File: src/controlPkg.sv
`default_nettype none

package controlPkg;

    typedef enum logic [1:0] {
        stateIdle        = 2'd0,
        statePreTrigger  = 2'd1,
        statePostTrigger = 2'd2
    } captureState;

    // The status word keeps its unused upper bits at zero.
    localparam int statusWidth = 8;
    localparam int statusIdleBit = 0;
    localparam int statusPreBit = 1;
    localparam int statusPostBit = 2;

endpackage

`default_nettype wire

File: src/capturePkg.sv
`default_nettype none

package capturePkg;

    // Input channels captured on every clock.
    localparam int sampleWidth = 16;

    // One packet carries a stamp in the upper half and the sample in the lower half.
    localparam int packetWidth = 32;
    localparam int stampWidth = packetWidth - sampleWidth;

    // Sample counters and the count settings share one width.
    localparam int countWidth = 32;

    // Index of the channel watched for an edge.
    localparam int edgeSelWidth = 8;

    // Capture buffer geometry.
    localparam int bufferDepth = 64;
    localparam int bufferAddrWidth = $clog2(bufferDepth);

endpackage

`default_nettype wire
File: src/logCapSystem.sv
`timescale 1ns/1ps
`default_nettype none

module logCapSystem (
    input  wire                                    clk,
    input  wire                                    reset,
    input  wire  [capturePkg::sampleWidth-1:0]     sampleData,
    input  wire  [capturePkg::sampleWidth-1:0]     desiredPattern,
    input  wire  [capturePkg::sampleWidth-1:0]     activeChannels,
    input  wire  [capturePkg::sampleWidth-1:0]     dontCareChannels,
    input  wire  [capturePkg::edgeSelWidth-1:0]    edgeChannel,
    input  wire                                    edgeType,
    input  wire                                    patternTriggerEnable,
    input  wire                                    edgeTriggerEnable,
    input  wire  [capturePkg::countWidth-1:0]      maxSampleCount,
    input  wire  [capturePkg::countWidth-1:0]      preTriggerSampleCount,
    input  wire                                    start,
    input  wire                                    abort,
    output logic [controlPkg::statusWidth-1:0]     status,
    input  wire  [capturePkg::bufferAddrWidth-1:0] readIndex,
    output logic [capturePkg::packetWidth-1:0]     readData,
    output logic [capturePkg::bufferAddrWidth:0]   storedCount
);

    logic [capturePkg::packetWidth-1:0] samplePacket;
    logic                               writeEnable;
    logic                               bufferClear;

    // A new capture starts from an empty buffer.
    assign bufferClear = start && status[controlPkg::statusIdleBit];

    logCap logCap_inst (
        .clk(clk),
        .reset(reset),
        .sampleData(sampleData),
        .desiredPattern(desiredPattern),
        .activeChannels(activeChannels),
        .dontCareChannels(dontCareChannels),
        .edgeChannel(edgeChannel),
        .edgeType(edgeType),
        .patternTriggerEnable(patternTriggerEnable),
        .edgeTriggerEnable(edgeTriggerEnable),
        .maxSampleCount(maxSampleCount),
        .preTriggerSampleCount(preTriggerSampleCount),
        .start(start),
        .abort(abort),
        .status(status),
        .samplePacket(samplePacket),
        .writeEnable(writeEnable),
        .sampleNumber()
    );

    captureBuffer captureBuffer_inst (
        .clk(clk),
        .reset(reset),
        .clear(bufferClear),
        .writeEnable(writeEnable),
        .writePacket(samplePacket),
        .readIndex(readIndex),
        .readData(readData),
        .storedCount(storedCount)
    );

endmodule

`default_nettype wire

File: src/captureBuffer.sv
`timescale 1ns/1ps
`default_nettype none

module captureBuffer (
    input  wire                                   clk,
    input  wire                                   reset,
    input  wire                                   clear,
    input  wire                                   writeEnable,
    input  wire  [capturePkg::packetWidth-1:0]    writePacket,
    input  wire  [capturePkg::bufferAddrWidth-1:0] readIndex,
    output logic [capturePkg::packetWidth-1:0]    readData,
    output logic [capturePkg::bufferAddrWidth:0]  storedCount
);

    logic [capturePkg::packetWidth-1:0] packetMem [capturePkg::bufferDepth];

    logic [capturePkg::bufferAddrWidth-1:0] writePtr;
    logic [capturePkg::bufferAddrWidth-1:0] oldestPtr;
    logic [capturePkg::bufferAddrWidth-1:0] readAddr;
    logic                                   bufferFull;

    assign bufferFull = storedCount == (capturePkg::bufferAddrWidth + 1)'(capturePkg::bufferDepth);

    // When full the count wraps to zero in its low bits, so oldest equals writePtr.
    assign oldestPtr = writePtr - storedCount[capturePkg::bufferAddrWidth-1:0];
    assign readAddr  = oldestPtr + readIndex;

    always_ff @(posedge clk) begin
        if (reset || clear) begin
            writePtr    <= '0;
            storedCount <= '0;
        end else if (writeEnable) begin
            writePtr <= writePtr + 1'b1;
            if (!bufferFull) begin
                storedCount <= storedCount + 1'b1;
            end
        end
    end

    // The oldest entry is overwritten once the buffer is full.
    always_ff @(posedge clk) begin
        if (writeEnable && !clear) begin
            packetMem[writePtr] <= writePacket;
        end
    end

    always_ff @(posedge clk) begin
        readData <= packetMem[readAddr];
    end

endmodule

`default_nettype wire

File: src/logCap.sv
`timescale 1ns/1ps
`default_nettype none

module logCap (
    input  wire                                 clk,
    input  wire                                 reset,
    input  wire  [capturePkg::sampleWidth-1:0]  sampleData,
    input  wire  [capturePkg::sampleWidth-1:0]  desiredPattern,
    input  wire  [capturePkg::sampleWidth-1:0]  activeChannels,
    input  wire  [capturePkg::sampleWidth-1:0]  dontCareChannels,
    input  wire  [capturePkg::edgeSelWidth-1:0] edgeChannel,
    input  wire                                 edgeType,
    input  wire                                 patternTriggerEnable,
    input  wire                                 edgeTriggerEnable,
    input  wire  [capturePkg::countWidth-1:0]   maxSampleCount,
    input  wire  [capturePkg::countWidth-1:0]   preTriggerSampleCount,
    input  wire                                 start,
    input  wire                                 abort,
    output logic [controlPkg::statusWidth-1:0]  status,
    output logic [capturePkg::packetWidth-1:0]  samplePacket,
    output logic                                writeEnable,
    output logic [capturePkg::countWidth-1:0]   sampleNumber
);

    logic [capturePkg::sampleWidth-1:0] latestSample;
    logic [capturePkg::sampleWidth-1:0] previousSample;
    logic [capturePkg::countWidth-1:0]  triggerSampleNumber;
    logic [capturePkg::countWidth-1:0]  postTriggerSamples;
    logic                               triggered;
    logic                               transition;
    logic                               complete;
    logic                               idle;
    logic                               preTrigger;
    logic                               postTrigger;
    logic                               running;

    always_ff @(posedge clk) begin
        if (reset) begin
            latestSample   <= '0;
            previousSample <= '0;
        end else begin
            latestSample   <= sampleData;
            previousSample <= latestSample;
        end
    end

    always_ff @(posedge clk) begin
        if (reset) begin
            triggerSampleNumber <= '0;
        end else if (triggered && preTrigger) begin
            triggerSampleNumber <= sampleNumber;
        end
    end

    // The post-trigger window is whatever remains after the pre-trigger share.
    assign postTriggerSamples = maxSampleCount - preTriggerSampleCount;
    assign complete = (sampleNumber - triggerSampleNumber) >= postTriggerSamples;
    assign running  = preTrigger || postTrigger;

    always_comb begin
        status = '0;
        status[controlPkg::statusIdleBit] = idle;
        status[controlPkg::statusPreBit]  = preTrigger;
        status[controlPkg::statusPostBit] = postTrigger;
    end

    triggerTransDetection triggerDetect (
        .latestSample(latestSample),
        .previousSample(previousSample),
        .desiredPattern(desiredPattern),
        .activeChannels(activeChannels),
        .dontCareChannels(dontCareChannels),
        .edgeChannel(edgeChannel),
        .edgeType(edgeType),
        .patternTriggerEnabled(patternTriggerEnable),
        .edgeTriggerEnabled(edgeTriggerEnable),
        .triggered(triggered),
        .transition(transition)
    );

    analyzerControlFsm controlFsm (
        .clk(clk),
        .reset(reset),
        .start(start),
        .abort(abort),
        .sawTrigger(triggered),
        .complete(complete),
        .idle(idle),
        .preTrigger(preTrigger),
        .postTrigger(postTrigger)
    );

    sampleGen packetGen (
        .clk(clk),
        .reset(reset),
        .running(running),
        .transition(transition),
        .sampleData(latestSample),
        .sampleNumber(sampleNumber),
        .samplePacket(samplePacket),
        .writeEnable(writeEnable)
    );

endmodule

`default_nettype wire

File: src/sampleGen.sv
`timescale 1ns/1ps
`default_nettype none

module sampleGen (
    input  wire                                 clk,
    input  wire                                 reset,
    input  wire                                 running,
    input  wire                                 transition,
    input  wire  [capturePkg::sampleWidth-1:0]  sampleData,
    output logic [capturePkg::countWidth-1:0]   sampleNumber,
    output logic [capturePkg::packetWidth-1:0]  samplePacket,
    output logic                                writeEnable
);

    logic firstWritten;
    logic packetDue;

    // A run always opens with one packet and then records only changes.
    assign packetDue = running && (!firstWritten || transition);

    always_ff @(posedge clk) begin
        if (reset) begin
            sampleNumber <= '0;
            firstWritten <= 1'b0;
        end else if (running) begin
            sampleNumber <= sampleNumber + 1'b1;
            firstWritten <= 1'b1;
        end else begin
            sampleNumber <= '0;
            firstWritten <= 1'b0;
        end
    end

    always_ff @(posedge clk) begin
        if (reset) begin
            writeEnable <= 1'b0;
        end else begin
            writeEnable <= packetDue;
        end
    end

    // The stamp fills the upper half and the sample value the lower half.
    always_ff @(posedge clk) begin
        if (packetDue) begin
            samplePacket <= {sampleNumber[capturePkg::stampWidth-1:0], sampleData};
        end
    end

endmodule

`default_nettype wire

File: src/analyzerControlFsm.sv
`timescale 1ns/1ps
`default_nettype none

module analyzerControlFsm (
    input  wire  clk,
    input  wire  reset,
    input  wire  start,
    input  wire  abort,
    input  wire  sawTrigger,
    input  wire  complete,
    output logic idle,
    output logic preTrigger,
    output logic postTrigger
);

    controlPkg::captureState state;
    controlPkg::captureState nextState;

    always_comb begin
        nextState = state;
        if (abort) begin
            nextState = controlPkg::stateIdle; // Abort wins over every other event.
        end else begin
            case (state)
                controlPkg::stateIdle: begin
                    if (start) begin
                        nextState = controlPkg::statePreTrigger;
                    end
                end
                controlPkg::statePreTrigger: begin
                    if (sawTrigger) begin
                        nextState = controlPkg::statePostTrigger;
                    end
                end
                controlPkg::statePostTrigger: begin
                    if (complete) begin
                        nextState = controlPkg::stateIdle;
                    end
                end
                default: begin
                    nextState = controlPkg::stateIdle;
                end
            endcase
        end
    end

    always_ff @(posedge clk) begin
        if (reset) begin
            state <= controlPkg::stateIdle;
        end else begin
            state <= nextState;
        end
    end

    // One-hot decode of the state register.
    assign idle        = state == controlPkg::stateIdle;
    assign preTrigger  = state == controlPkg::statePreTrigger;
    assign postTrigger = state == controlPkg::statePostTrigger;

endmodule

`default_nettype wire

File: src/triggerTransDetection.sv
`timescale 1ns/1ps
`default_nettype none

module triggerTransDetection (
    input  wire [capturePkg::sampleWidth-1:0]  latestSample,
    input  wire [capturePkg::sampleWidth-1:0]  previousSample,
    input  wire [capturePkg::sampleWidth-1:0]  desiredPattern,
    input  wire [capturePkg::sampleWidth-1:0]  activeChannels,
    input  wire [capturePkg::sampleWidth-1:0]  dontCareChannels,
    input  wire [capturePkg::edgeSelWidth-1:0] edgeChannel,
    input  wire                                edgeType,
    input  wire                                patternTriggerEnabled,
    input  wire                                edgeTriggerEnabled,
    output logic                               triggered,
    output logic                               transition
);

    logic [capturePkg::sampleWidth-1:0] compareMask;
    logic [capturePkg::sampleWidth-1:0] latestShifted;
    logic [capturePkg::sampleWidth-1:0] previousShifted;
    logic                               patternMatch;
    logic                               channelInRange;
    logic                               latestBit;
    logic                               previousBit;
    logic                               edgeSeen;

    // Only channels that are active and not don't-care take part in the compare.
    assign compareMask  = activeChannels & ~dontCareChannels;
    assign patternMatch = ((latestSample ^ desiredPattern) & compareMask) == '0;

    // Select the watched channel by shifting it down to bit 0.
    assign channelInRange  = edgeChannel < capturePkg::edgeSelWidth'(capturePkg::sampleWidth);
    assign latestShifted   = latestSample >> edgeChannel;
    assign previousShifted = previousSample >> edgeChannel;
    assign latestBit       = latestShifted[0];
    assign previousBit     = previousShifted[0];

    always_comb begin
        if (!channelInRange) begin
            edgeSeen = 1'b0; // A channel past the bus never fires.
        end else if (edgeType) begin
            edgeSeen = !previousBit && latestBit;
        end else begin
            edgeSeen = previousBit && !latestBit;
        end
    end

    assign triggered = (patternTriggerEnabled && patternMatch) ||
                       (edgeTriggerEnabled && edgeSeen);

    assign transition = latestSample != previousSample;

endmodule

`default_nettype wire

File: config.mk
export PLATFORM = sky130hd
export DESIGN_NAME = logCapSystem
export DESIGN_NICKNAME = d
export VERILOG_FILES = /design/src/controlPkg.sv /design/src/capturePkg.sv /design/src/logCapSystem.sv /design/src/captureBuffer.sv /design/src/logCap.sv /design/src/sampleGen.sv /design/src/analyzerControlFsm.sv /design/src/triggerTransDetection.sv
export SDC_FILE = /design/constraint.sdc
export NUM_CORES = 2
export LEC_CHECK = 0
export BUFFER_PORTS_ARGS = -buffer_cell sky130_fd_sc_hd__buf_2
export CORE_MARGIN = 5
export CORE_UTILIZATION = 55
export CTS_CLUSTER_DIAMETER = 50
export CTS_CLUSTER_SIZE = 10
export DETAILED_ROUTE_END_ITERATION = 8
export HOLD_SLACK_MARGIN = 0.03
export PLACE_DENSITY = 0.69
export SLEW_MARGIN = 20
export SYNTH_ARGS = -nofsm -noshare
export SYNTH_HDL_FRONTEND = slang
export SYNTH_HIERARCHICAL = 1
export SYNTH_SLANG_ARGS = --single-unit
export TNS_END_PERCENT = 50
File: constraint.sdc
create_clock -name clk -period 4.53 [get_ports clk]
set_input_delay 0.6795 -clock clk [delete_from_list [all_inputs] [get_ports clk]]
set_output_delay 0.6795 -clock clk [all_outputs]
set_load 0.01 [all_outputs]
### Word level (Yosys, flattened, before mapping)

Memory sizes are Yosys's and may differ from the RTL's. A register that Yosys moved wholly into a read port is not among the register bits.
Cells that the tools add are included.

| word-level totals | value |
|---|---|
| output and inout bits | 47 |
| flip-flop bits (word level) | 145 |
| memories kept | 1 |
| input bits | 149 |
| memory bits (writable) | 2,048 |
| logic and storage cells | 66 |

Memory list:

| name | words | width | rd ports | clocked after Yosys merged registers in | wr ports | line | text |
|---|---|---|---|---|---|---|---|
| captureBuffer_inst.packetMem | 64 | 32 | 1 | 1 | 1 | captureBuffer.sv:15 | `logic [capturePkg::packetWidth-1:0] packetMem [capturePkg::bufferDepth];` |

| cells by class | value |
|---|---|
| shift-type cells | 2 |
| order comparisons | 2 |
| add/sub/neg operators | 7 |
| bitwise gates (word level) | 6 |
| reductions and logical operators | 22 |
| multiplexer cells | 9 |
| eq/ne operators | 7 |

Operator list:

| kind | count |
|---|---|
| 32-bit subtractor | 2 |
| 32-bit by 1-bit adder with 32-bit output (second input constant) | 1 |
| 16-bit bitwise AND | 2 |
| 32-bit >= comparator | 1 |
| 16-bit by 8-bit right shift with 1-bit output | 2 |
| 16-bit zero test | 1 |
| 16-bit inequality test | 1 |
| 16-bit NOT | 1 |
| 16-bit bitwise XOR | 1 |
| 1-bit logical AND | 8 |
| 8-bit by 5-bit < comparator with 1-bit output (second input constant) | 1 |
| 7-bit by 1-bit adder with 7-bit output (second input constant) | 1 |
| 7-bit equality test (second input constant) | 1 |
| 6-bit by 1-bit adder with 6-bit output (second input constant) | 1 |
| 6-bit adder | 1 |
| 2-bit 2-to-1 mux | 3 |
| 2-bit case mux with 3 select lines | 1 |
| 6-bit subtractor | 1 |
| 1-bit 2-to-1 mux | 5 |
| 1-bit zero test | 4 |
| 1-bit logical OR | 4 |
| 2-bit by 1-bit inequality test with 1-bit output (second input constant) | 2 |
| 2-bit OR reduction | 2 |
| 3-bit AND reduction | 1 |
| 6 further kinds | 7 |

### Logic depth before layout (Yosys ltp)

| depth | value |
|---|---|
| depth in word-level cells | 9 |
| mapped depth | 20 |
| gate-level depth less buffers | 20 |

### By module

Netlist, hierarchy kept.

By module, submodules not included:

| module | cells an instance | sequential area each (um^2) | area an instance (um^2) | times used |
|---|---|---|---|---|
| captureBuffer | 3,697 | 62,399.8 | 80,689.9 | 1 |
| logCap | 860 | 1,281.2 | 6,461.2 | 1 |
| sampleGen | 211 | 1,641.6 | 2,507.4 | 1 |
| triggerTransDetection | 89 | 0.0 | 778.2 | 1 |
| analyzerControlFsm | 11 | 40.0 | 107.6 | 1 |
| logCapSystem | 1 | 0.0 | 6.3 | 1 |

### Worst setup path before layout

Ideal clock, no wire load.

| timing path | value |
|---|---|
| path type | input to register |
| start point | input maxSampleCount[0] in the netlist's numbering |
| end point | register logCap_inst.controlFsm.state[1] |
| path buffers | 0 |
| data required time | 4.451 ns |
| arrival | 3.914 ns |
| slack | 0.537 ns |
| stages on the path | 18 |
| setup time | 0.079 ns |
| cell sequence | inv_1 > ha_1 > inv_1 > fa_1 > a21oi_1 > o22ai_1 > o31ai_4 > o2bb2ai_2 > a21boi_1 > o21ai_1 > xnor2_1 > ha_1 > a2111oi_0 > o211ai_1 > a21oi_1 > o221ai_1 > or3b_1 > a211oi_2 |

| between the ends | value |
|---|---|
| word-level cells in the longest chain between the ends | 4 |

Ends and longest elaborated chain:

| item | line | text |
|---|---|---|
| start: declaration | logCapSystem.sv:15 | `input wire [capturePkg::countWidth-1:0] maxSampleCount,` |
| 32-bit subtractor | logCap.sv:56 | `assign postTriggerSamples = maxSampleCount - preTriggerSampleCount;` |
| 32-bit >= comparator | logCap.sv:57 | `assign complete = (sampleNumber - triggerSampleNumber) >= postTriggerSamples;` |
| via logCap_inst.complete | logCap.sv:31 | `logic complete;` |
| 2-bit by 1-bit inequality test with 1-bit output (no line) | - |  |
| 3-bit AND reduction (no line) | - |  |
| end signal: assignment | analyzerControlFsm.sv:49 | `state <= controlPkg::stateIdle;` |
| end signal: assignment | analyzerControlFsm.sv:51 | `state <= nextState;` |
| end: declaration | analyzerControlFsm.sv:16 | `controlPkg::captureState state;` |

The timed path passes the listed nets, and every way through them passes these cells.
A chain may end at the register's enable or synchronous reset.

### Worst setup path in the final report

| timing path | value |
|---|---|
| start point | register logCap_inst/packetGen/sampleNumber[6] in the netlist's numbering |
| end point | register logCap_inst.controlFsm.state[1] |

| between the ends | value |
|---|---|
| word-level cells in the longest chain between the ends | 4 |

Ends and longest elaborated chain:

| item | line | text |
|---|---|---|
| start: declaration | sampleGen.sv:10 | `output logic [capturePkg::countWidth-1:0] sampleNumber,` |
| start signal: assignment | sampleGen.sv:26 | `sampleNumber <= sampleNumber + 1'b1;` |
| 32-bit subtractor | logCap.sv:57 |  |
| 32-bit >= comparator | logCap.sv:57 |  |
| via logCap_inst.complete | logCap.sv:31 |  |
| 2-bit by 1-bit inequality test with 1-bit output (no line) | - |  |
| 3-bit AND reduction (no line) | - |  |

The timed path passes the listed nets, and every way through them passes these cells.

==> summary.md <==
| Metric | Value |
|---|---|
| Status | completed |
| WP data required | 5.33 ns |
| Post-detail-place hpwl | 122000 µm |
| Worst VDD drop | 0.448 mV |
| Die Y-Extent | 416 µm |
| Placed Instance Area | 96100 µm² |
| Mapped Area | 90600 µm² |
| Actual slew at the worst max-slew pin | 1.01 ns |
| Crit share post-route | 92.3% |
| Final Setup Violations | 0 |
| H-tree Lvls | 5 |
| Final Power | 46.7 mW |
| Worst EP arrival | 4.98 ns |
| Hold-fix buffer count after cts | 18 |
| Pleak | 35.1 nW |
| Crit path launch type | register |
| Avg Cell Area, Syn | 18.6 µm² |
| Port bufs | 190 |
| Core ar. | 164000 µm² |
| Max-Cap Viols | 0 |
| EDFF count, synth | 2080 |
| Gr ovfl total | 0 |
| Synth top area share | 69.0% |
| Vias per cell | 6.09 |
| Synth warnings | 6 |
| Clock Latency Late Sink | 0.89 ns |
| Total vias in the final route | 46800 |
| Post-cts resize count | 0 |
| Chip width | 416 µm |
| Final instance area | 104000 µm² |
| Synth top area cells | edfxtp_1 69%, mux4_2 13%, dfxtp_1 3.2%, mux2i_1 2.2%, nand2_1 1.9% |
| Final wirelength | 206000 µm |
| Setup Buffers After CTS | 0 |
| Initial Util | 55.1% |
| ANT nets after route | 0 |
| Sequential-to-total area share from yosys stat | 72.2% |
| Final Max Slew Viols | 0 |
| Global Route Usage Sum | 23.8% |
| TritonRoute pass-1 iters | 5 |
| Routed WL per cell | 26.8 µm |
| Largest net degree at the start of global routing | 68 |
| Post-placement cell count | 7265 |
| CTS tree | done |
| Fmax | 239 MHz |
| Main synth FF type | edfxtp_1 |
| Crit path kind | reg -> reg |
| Cells after synthesis | 4869 |
| Setup Skew | 0.0478 ns |
| Power Dens Cells | 449 nW/µm² |
| Endpoints failing hold | 0 |
| Fillers | 11200 |
| Vias in the first global route | 48600 |
| First-pass GRT wire length | 310000 µm |
| Worst Hold Slack | 0.402 ns |
| Crit. End Element | register |
| Inserted Clock Buffers | 279 |
| Layout net count | 5635 |
| Asr flop ratio synth | 0% |
| CTS Root Cell | clkbuf_16 |
| Final core occ | 63.3% |
| Initial antenna violation count | 1 |
| Max_slew headroom | 32.4% |
| Worst-path fanout max | 6 |
| RSZ-0062 raised after global routing | no |
| Cell variety after synth | 91 |
| Layout cells sized above 1 | 26.2% |
| Die Area | 173000 µm² |
| Final Worst Setup Slack | 0.347 ns |
| Max Root-Sink Buffers | 4 |
| Area leader, netlist | edfxtp_1 |
| #FFs+latches synth | 2225 |
| Routability Congestion | 0.826 |
| Ports | 196 |
| Post-place setup slack | 0.0249 ns |
| First-iteration detailed-routing DRC count | 4404 |
| Setup tns final | 0 ns |
| Area Growth Syn to Fin | 14.9% |
| # rows | 149 |
| Clock Sinks | 2225 |
| Clock transition at path regs | 0.05 ns |
| Min-Delay Path Class | in -> reg |
| Clock period minus worst slack | 4.18 ns |
| Fin cells | 7680 |
| DR DRC count | 0 |
-- synth_stat cells, drive strengths merged (17+ instances only) --
| library cell | count |
|---|---|
| nor2 | 129 |
| clkbuf | 94 |
| edfxtp | 2080 |
| a21o | 33 |
| o31ai | 19 |
| nand4 | 25 |
| ha | 104 |
| nor3 | 18 |
| o21ai | 117 |
| xor2 | 51 |
| nand3 | 110 |
| nor2b | 45 |
| mux4 | 520 |
| a21oi | 124 |
| mux2i | 197 |
| xnor2 | 63 |
| nand2 | 459 |
| o221ai | 36 |
| or4 | 17 |
| dfxtp | 145 |
| buf | 155 |
| inv | 116 |
| a22oi | 34 |
-- state kept, by name (all words and copies together) (netlist names) --
signal	count
captureBuffer_inst/readData	32
captureBuffer_inst/storedCount	7
logCap_inst/controlFsm/state	2
logCap_inst/packetGen/writeEnable	1
logCap_inst/packetGen/firstWritten	1
captureBuffer_inst/packetMem	2048
logCap_inst/previousSample	16
logCap_inst/packetGen/sampleNumber	32
captureBuffer_inst/writePtr	6
logCap_inst/latestSample	16
logCap_inst/triggerSampleNumber	32
logCap_inst/packetGen/samplePacket	32
-- cells in the final DEF, fill, tap and decap left out, types with 7 or more instances in the layout --
master / n
edfxtp_1: 2080
a21o_1: 33
mux2i_1: 197
nand3_1: 110
nor3_1: 17
buf_12: 48
buf_4: 214
xnor2_1: 60
clkbuf_16: 287
o21ai_0: 102
o21ai_1: 13
nand4_1: 24
mux4_2: 516
nor2_4: 64
and3_1: 9
xor2_1: 50
nand2b_1: 13
a21oi_1: 123
and2_1: 8
nor2_1: 65
or3_1: 13
nor2b_1: 45
buf_2: 190
dlygate4sd3_1: 18
ha_1: 103
dfxtp_1: 145
clkbuf_1: 91
o21bai_1: 7
a22oi_2: 30
o21a_1: 11
nand2_1: 458
nor4_1: 13
o221ai_2: 31
or4_1: 16
o31ai_1: 17
inv_1: 116
-- area by class of cell --
type / count / area, µm² / share of cell area [%]
flip-flops and latches: 2225 / 65400 / 62.8
multi-input cells: 2283 / 24100 / 23.2
clock buffers: 378 / 7520 / 7.23
repair buffers: 470 / 3700 / 3.56
well taps: 2189 / 2740 / 2.63
inverters: 116 / 435 / 0.419
clock inverters: 18 / 179 / 0.172
diodes: 1 / 2.50 / 0.00241
-- report_power, final --
group	internal [mW]	switching (mW)	total (mW)	leakage, nW
clock	11.6	7.78	19.3	3.72
sequential	22.4	0.185	22.6	20.1
combinational	2.00	2.70	4.70	11.3
total	36.0	10.7	46.7	35.1
-- final timing paths --
check	start	end	slack, ns	cells after the start
max	logCap_inst/packetGen/sampleNumber[6]	logCap_inst/controlFsm/state[1]	0.35	15
min	reset	logCap_inst/packetGen/firstWritten	0.40	4
max reg2reg	logCap_inst/packetGen/sampleNumber[6]	logCap_inst/controlFsm/state[1]	0.35	15
min reg2reg	logCap_inst/triggerSampleNumber[15]	logCap_inst/triggerSampleNumber[15]	0.45	2
-- critical path: stages, from the launching register on --
cell	delay, ns
dfxtp_1	0.46
ha_1	0.31
nand2_1	0.18
o21ai_1	0.16
and2_1	0.22
o2111a_1	0.29
o21ai_1	0.26
nand2_1	0.16
xor2_1	0.18
ha_1	0.29
a2111oi_0	0.45
o211ai_1	0.15
a21oi_1	0.23
o221ai_1	0.16
or3b_1	0.38
a211oi_2	0.20
-- cells by family (layout without fill, tap and decap cells) --
kind of cell	count (synthesis)	count (layout)	share of synthesized area (%)
flip-flops	2225	2225	72.2
AND/OR/NAND/NOR	893	893	4.51
multiplexers	717	717	15.1
AO/OA/AOI/OAI	443	443	3.61
buffers and inverters	365	982	1.86
XOR/XNOR	114	114	1.11
adder cells (fa/ha/maj)	111	111	1.59
other	1	6	0.00414
-- per-layer routing --
metal,vias up,GRT usage [%],part of all wire (%)
met5,-,0,0
met4,0,7.05,2.8
met3,348,4.27,6.7
met2,1749,39.6,50
met1,24300,32.8,41
li1,20400,-,-
Note: power is estimated with default switching activity, not from simulation.
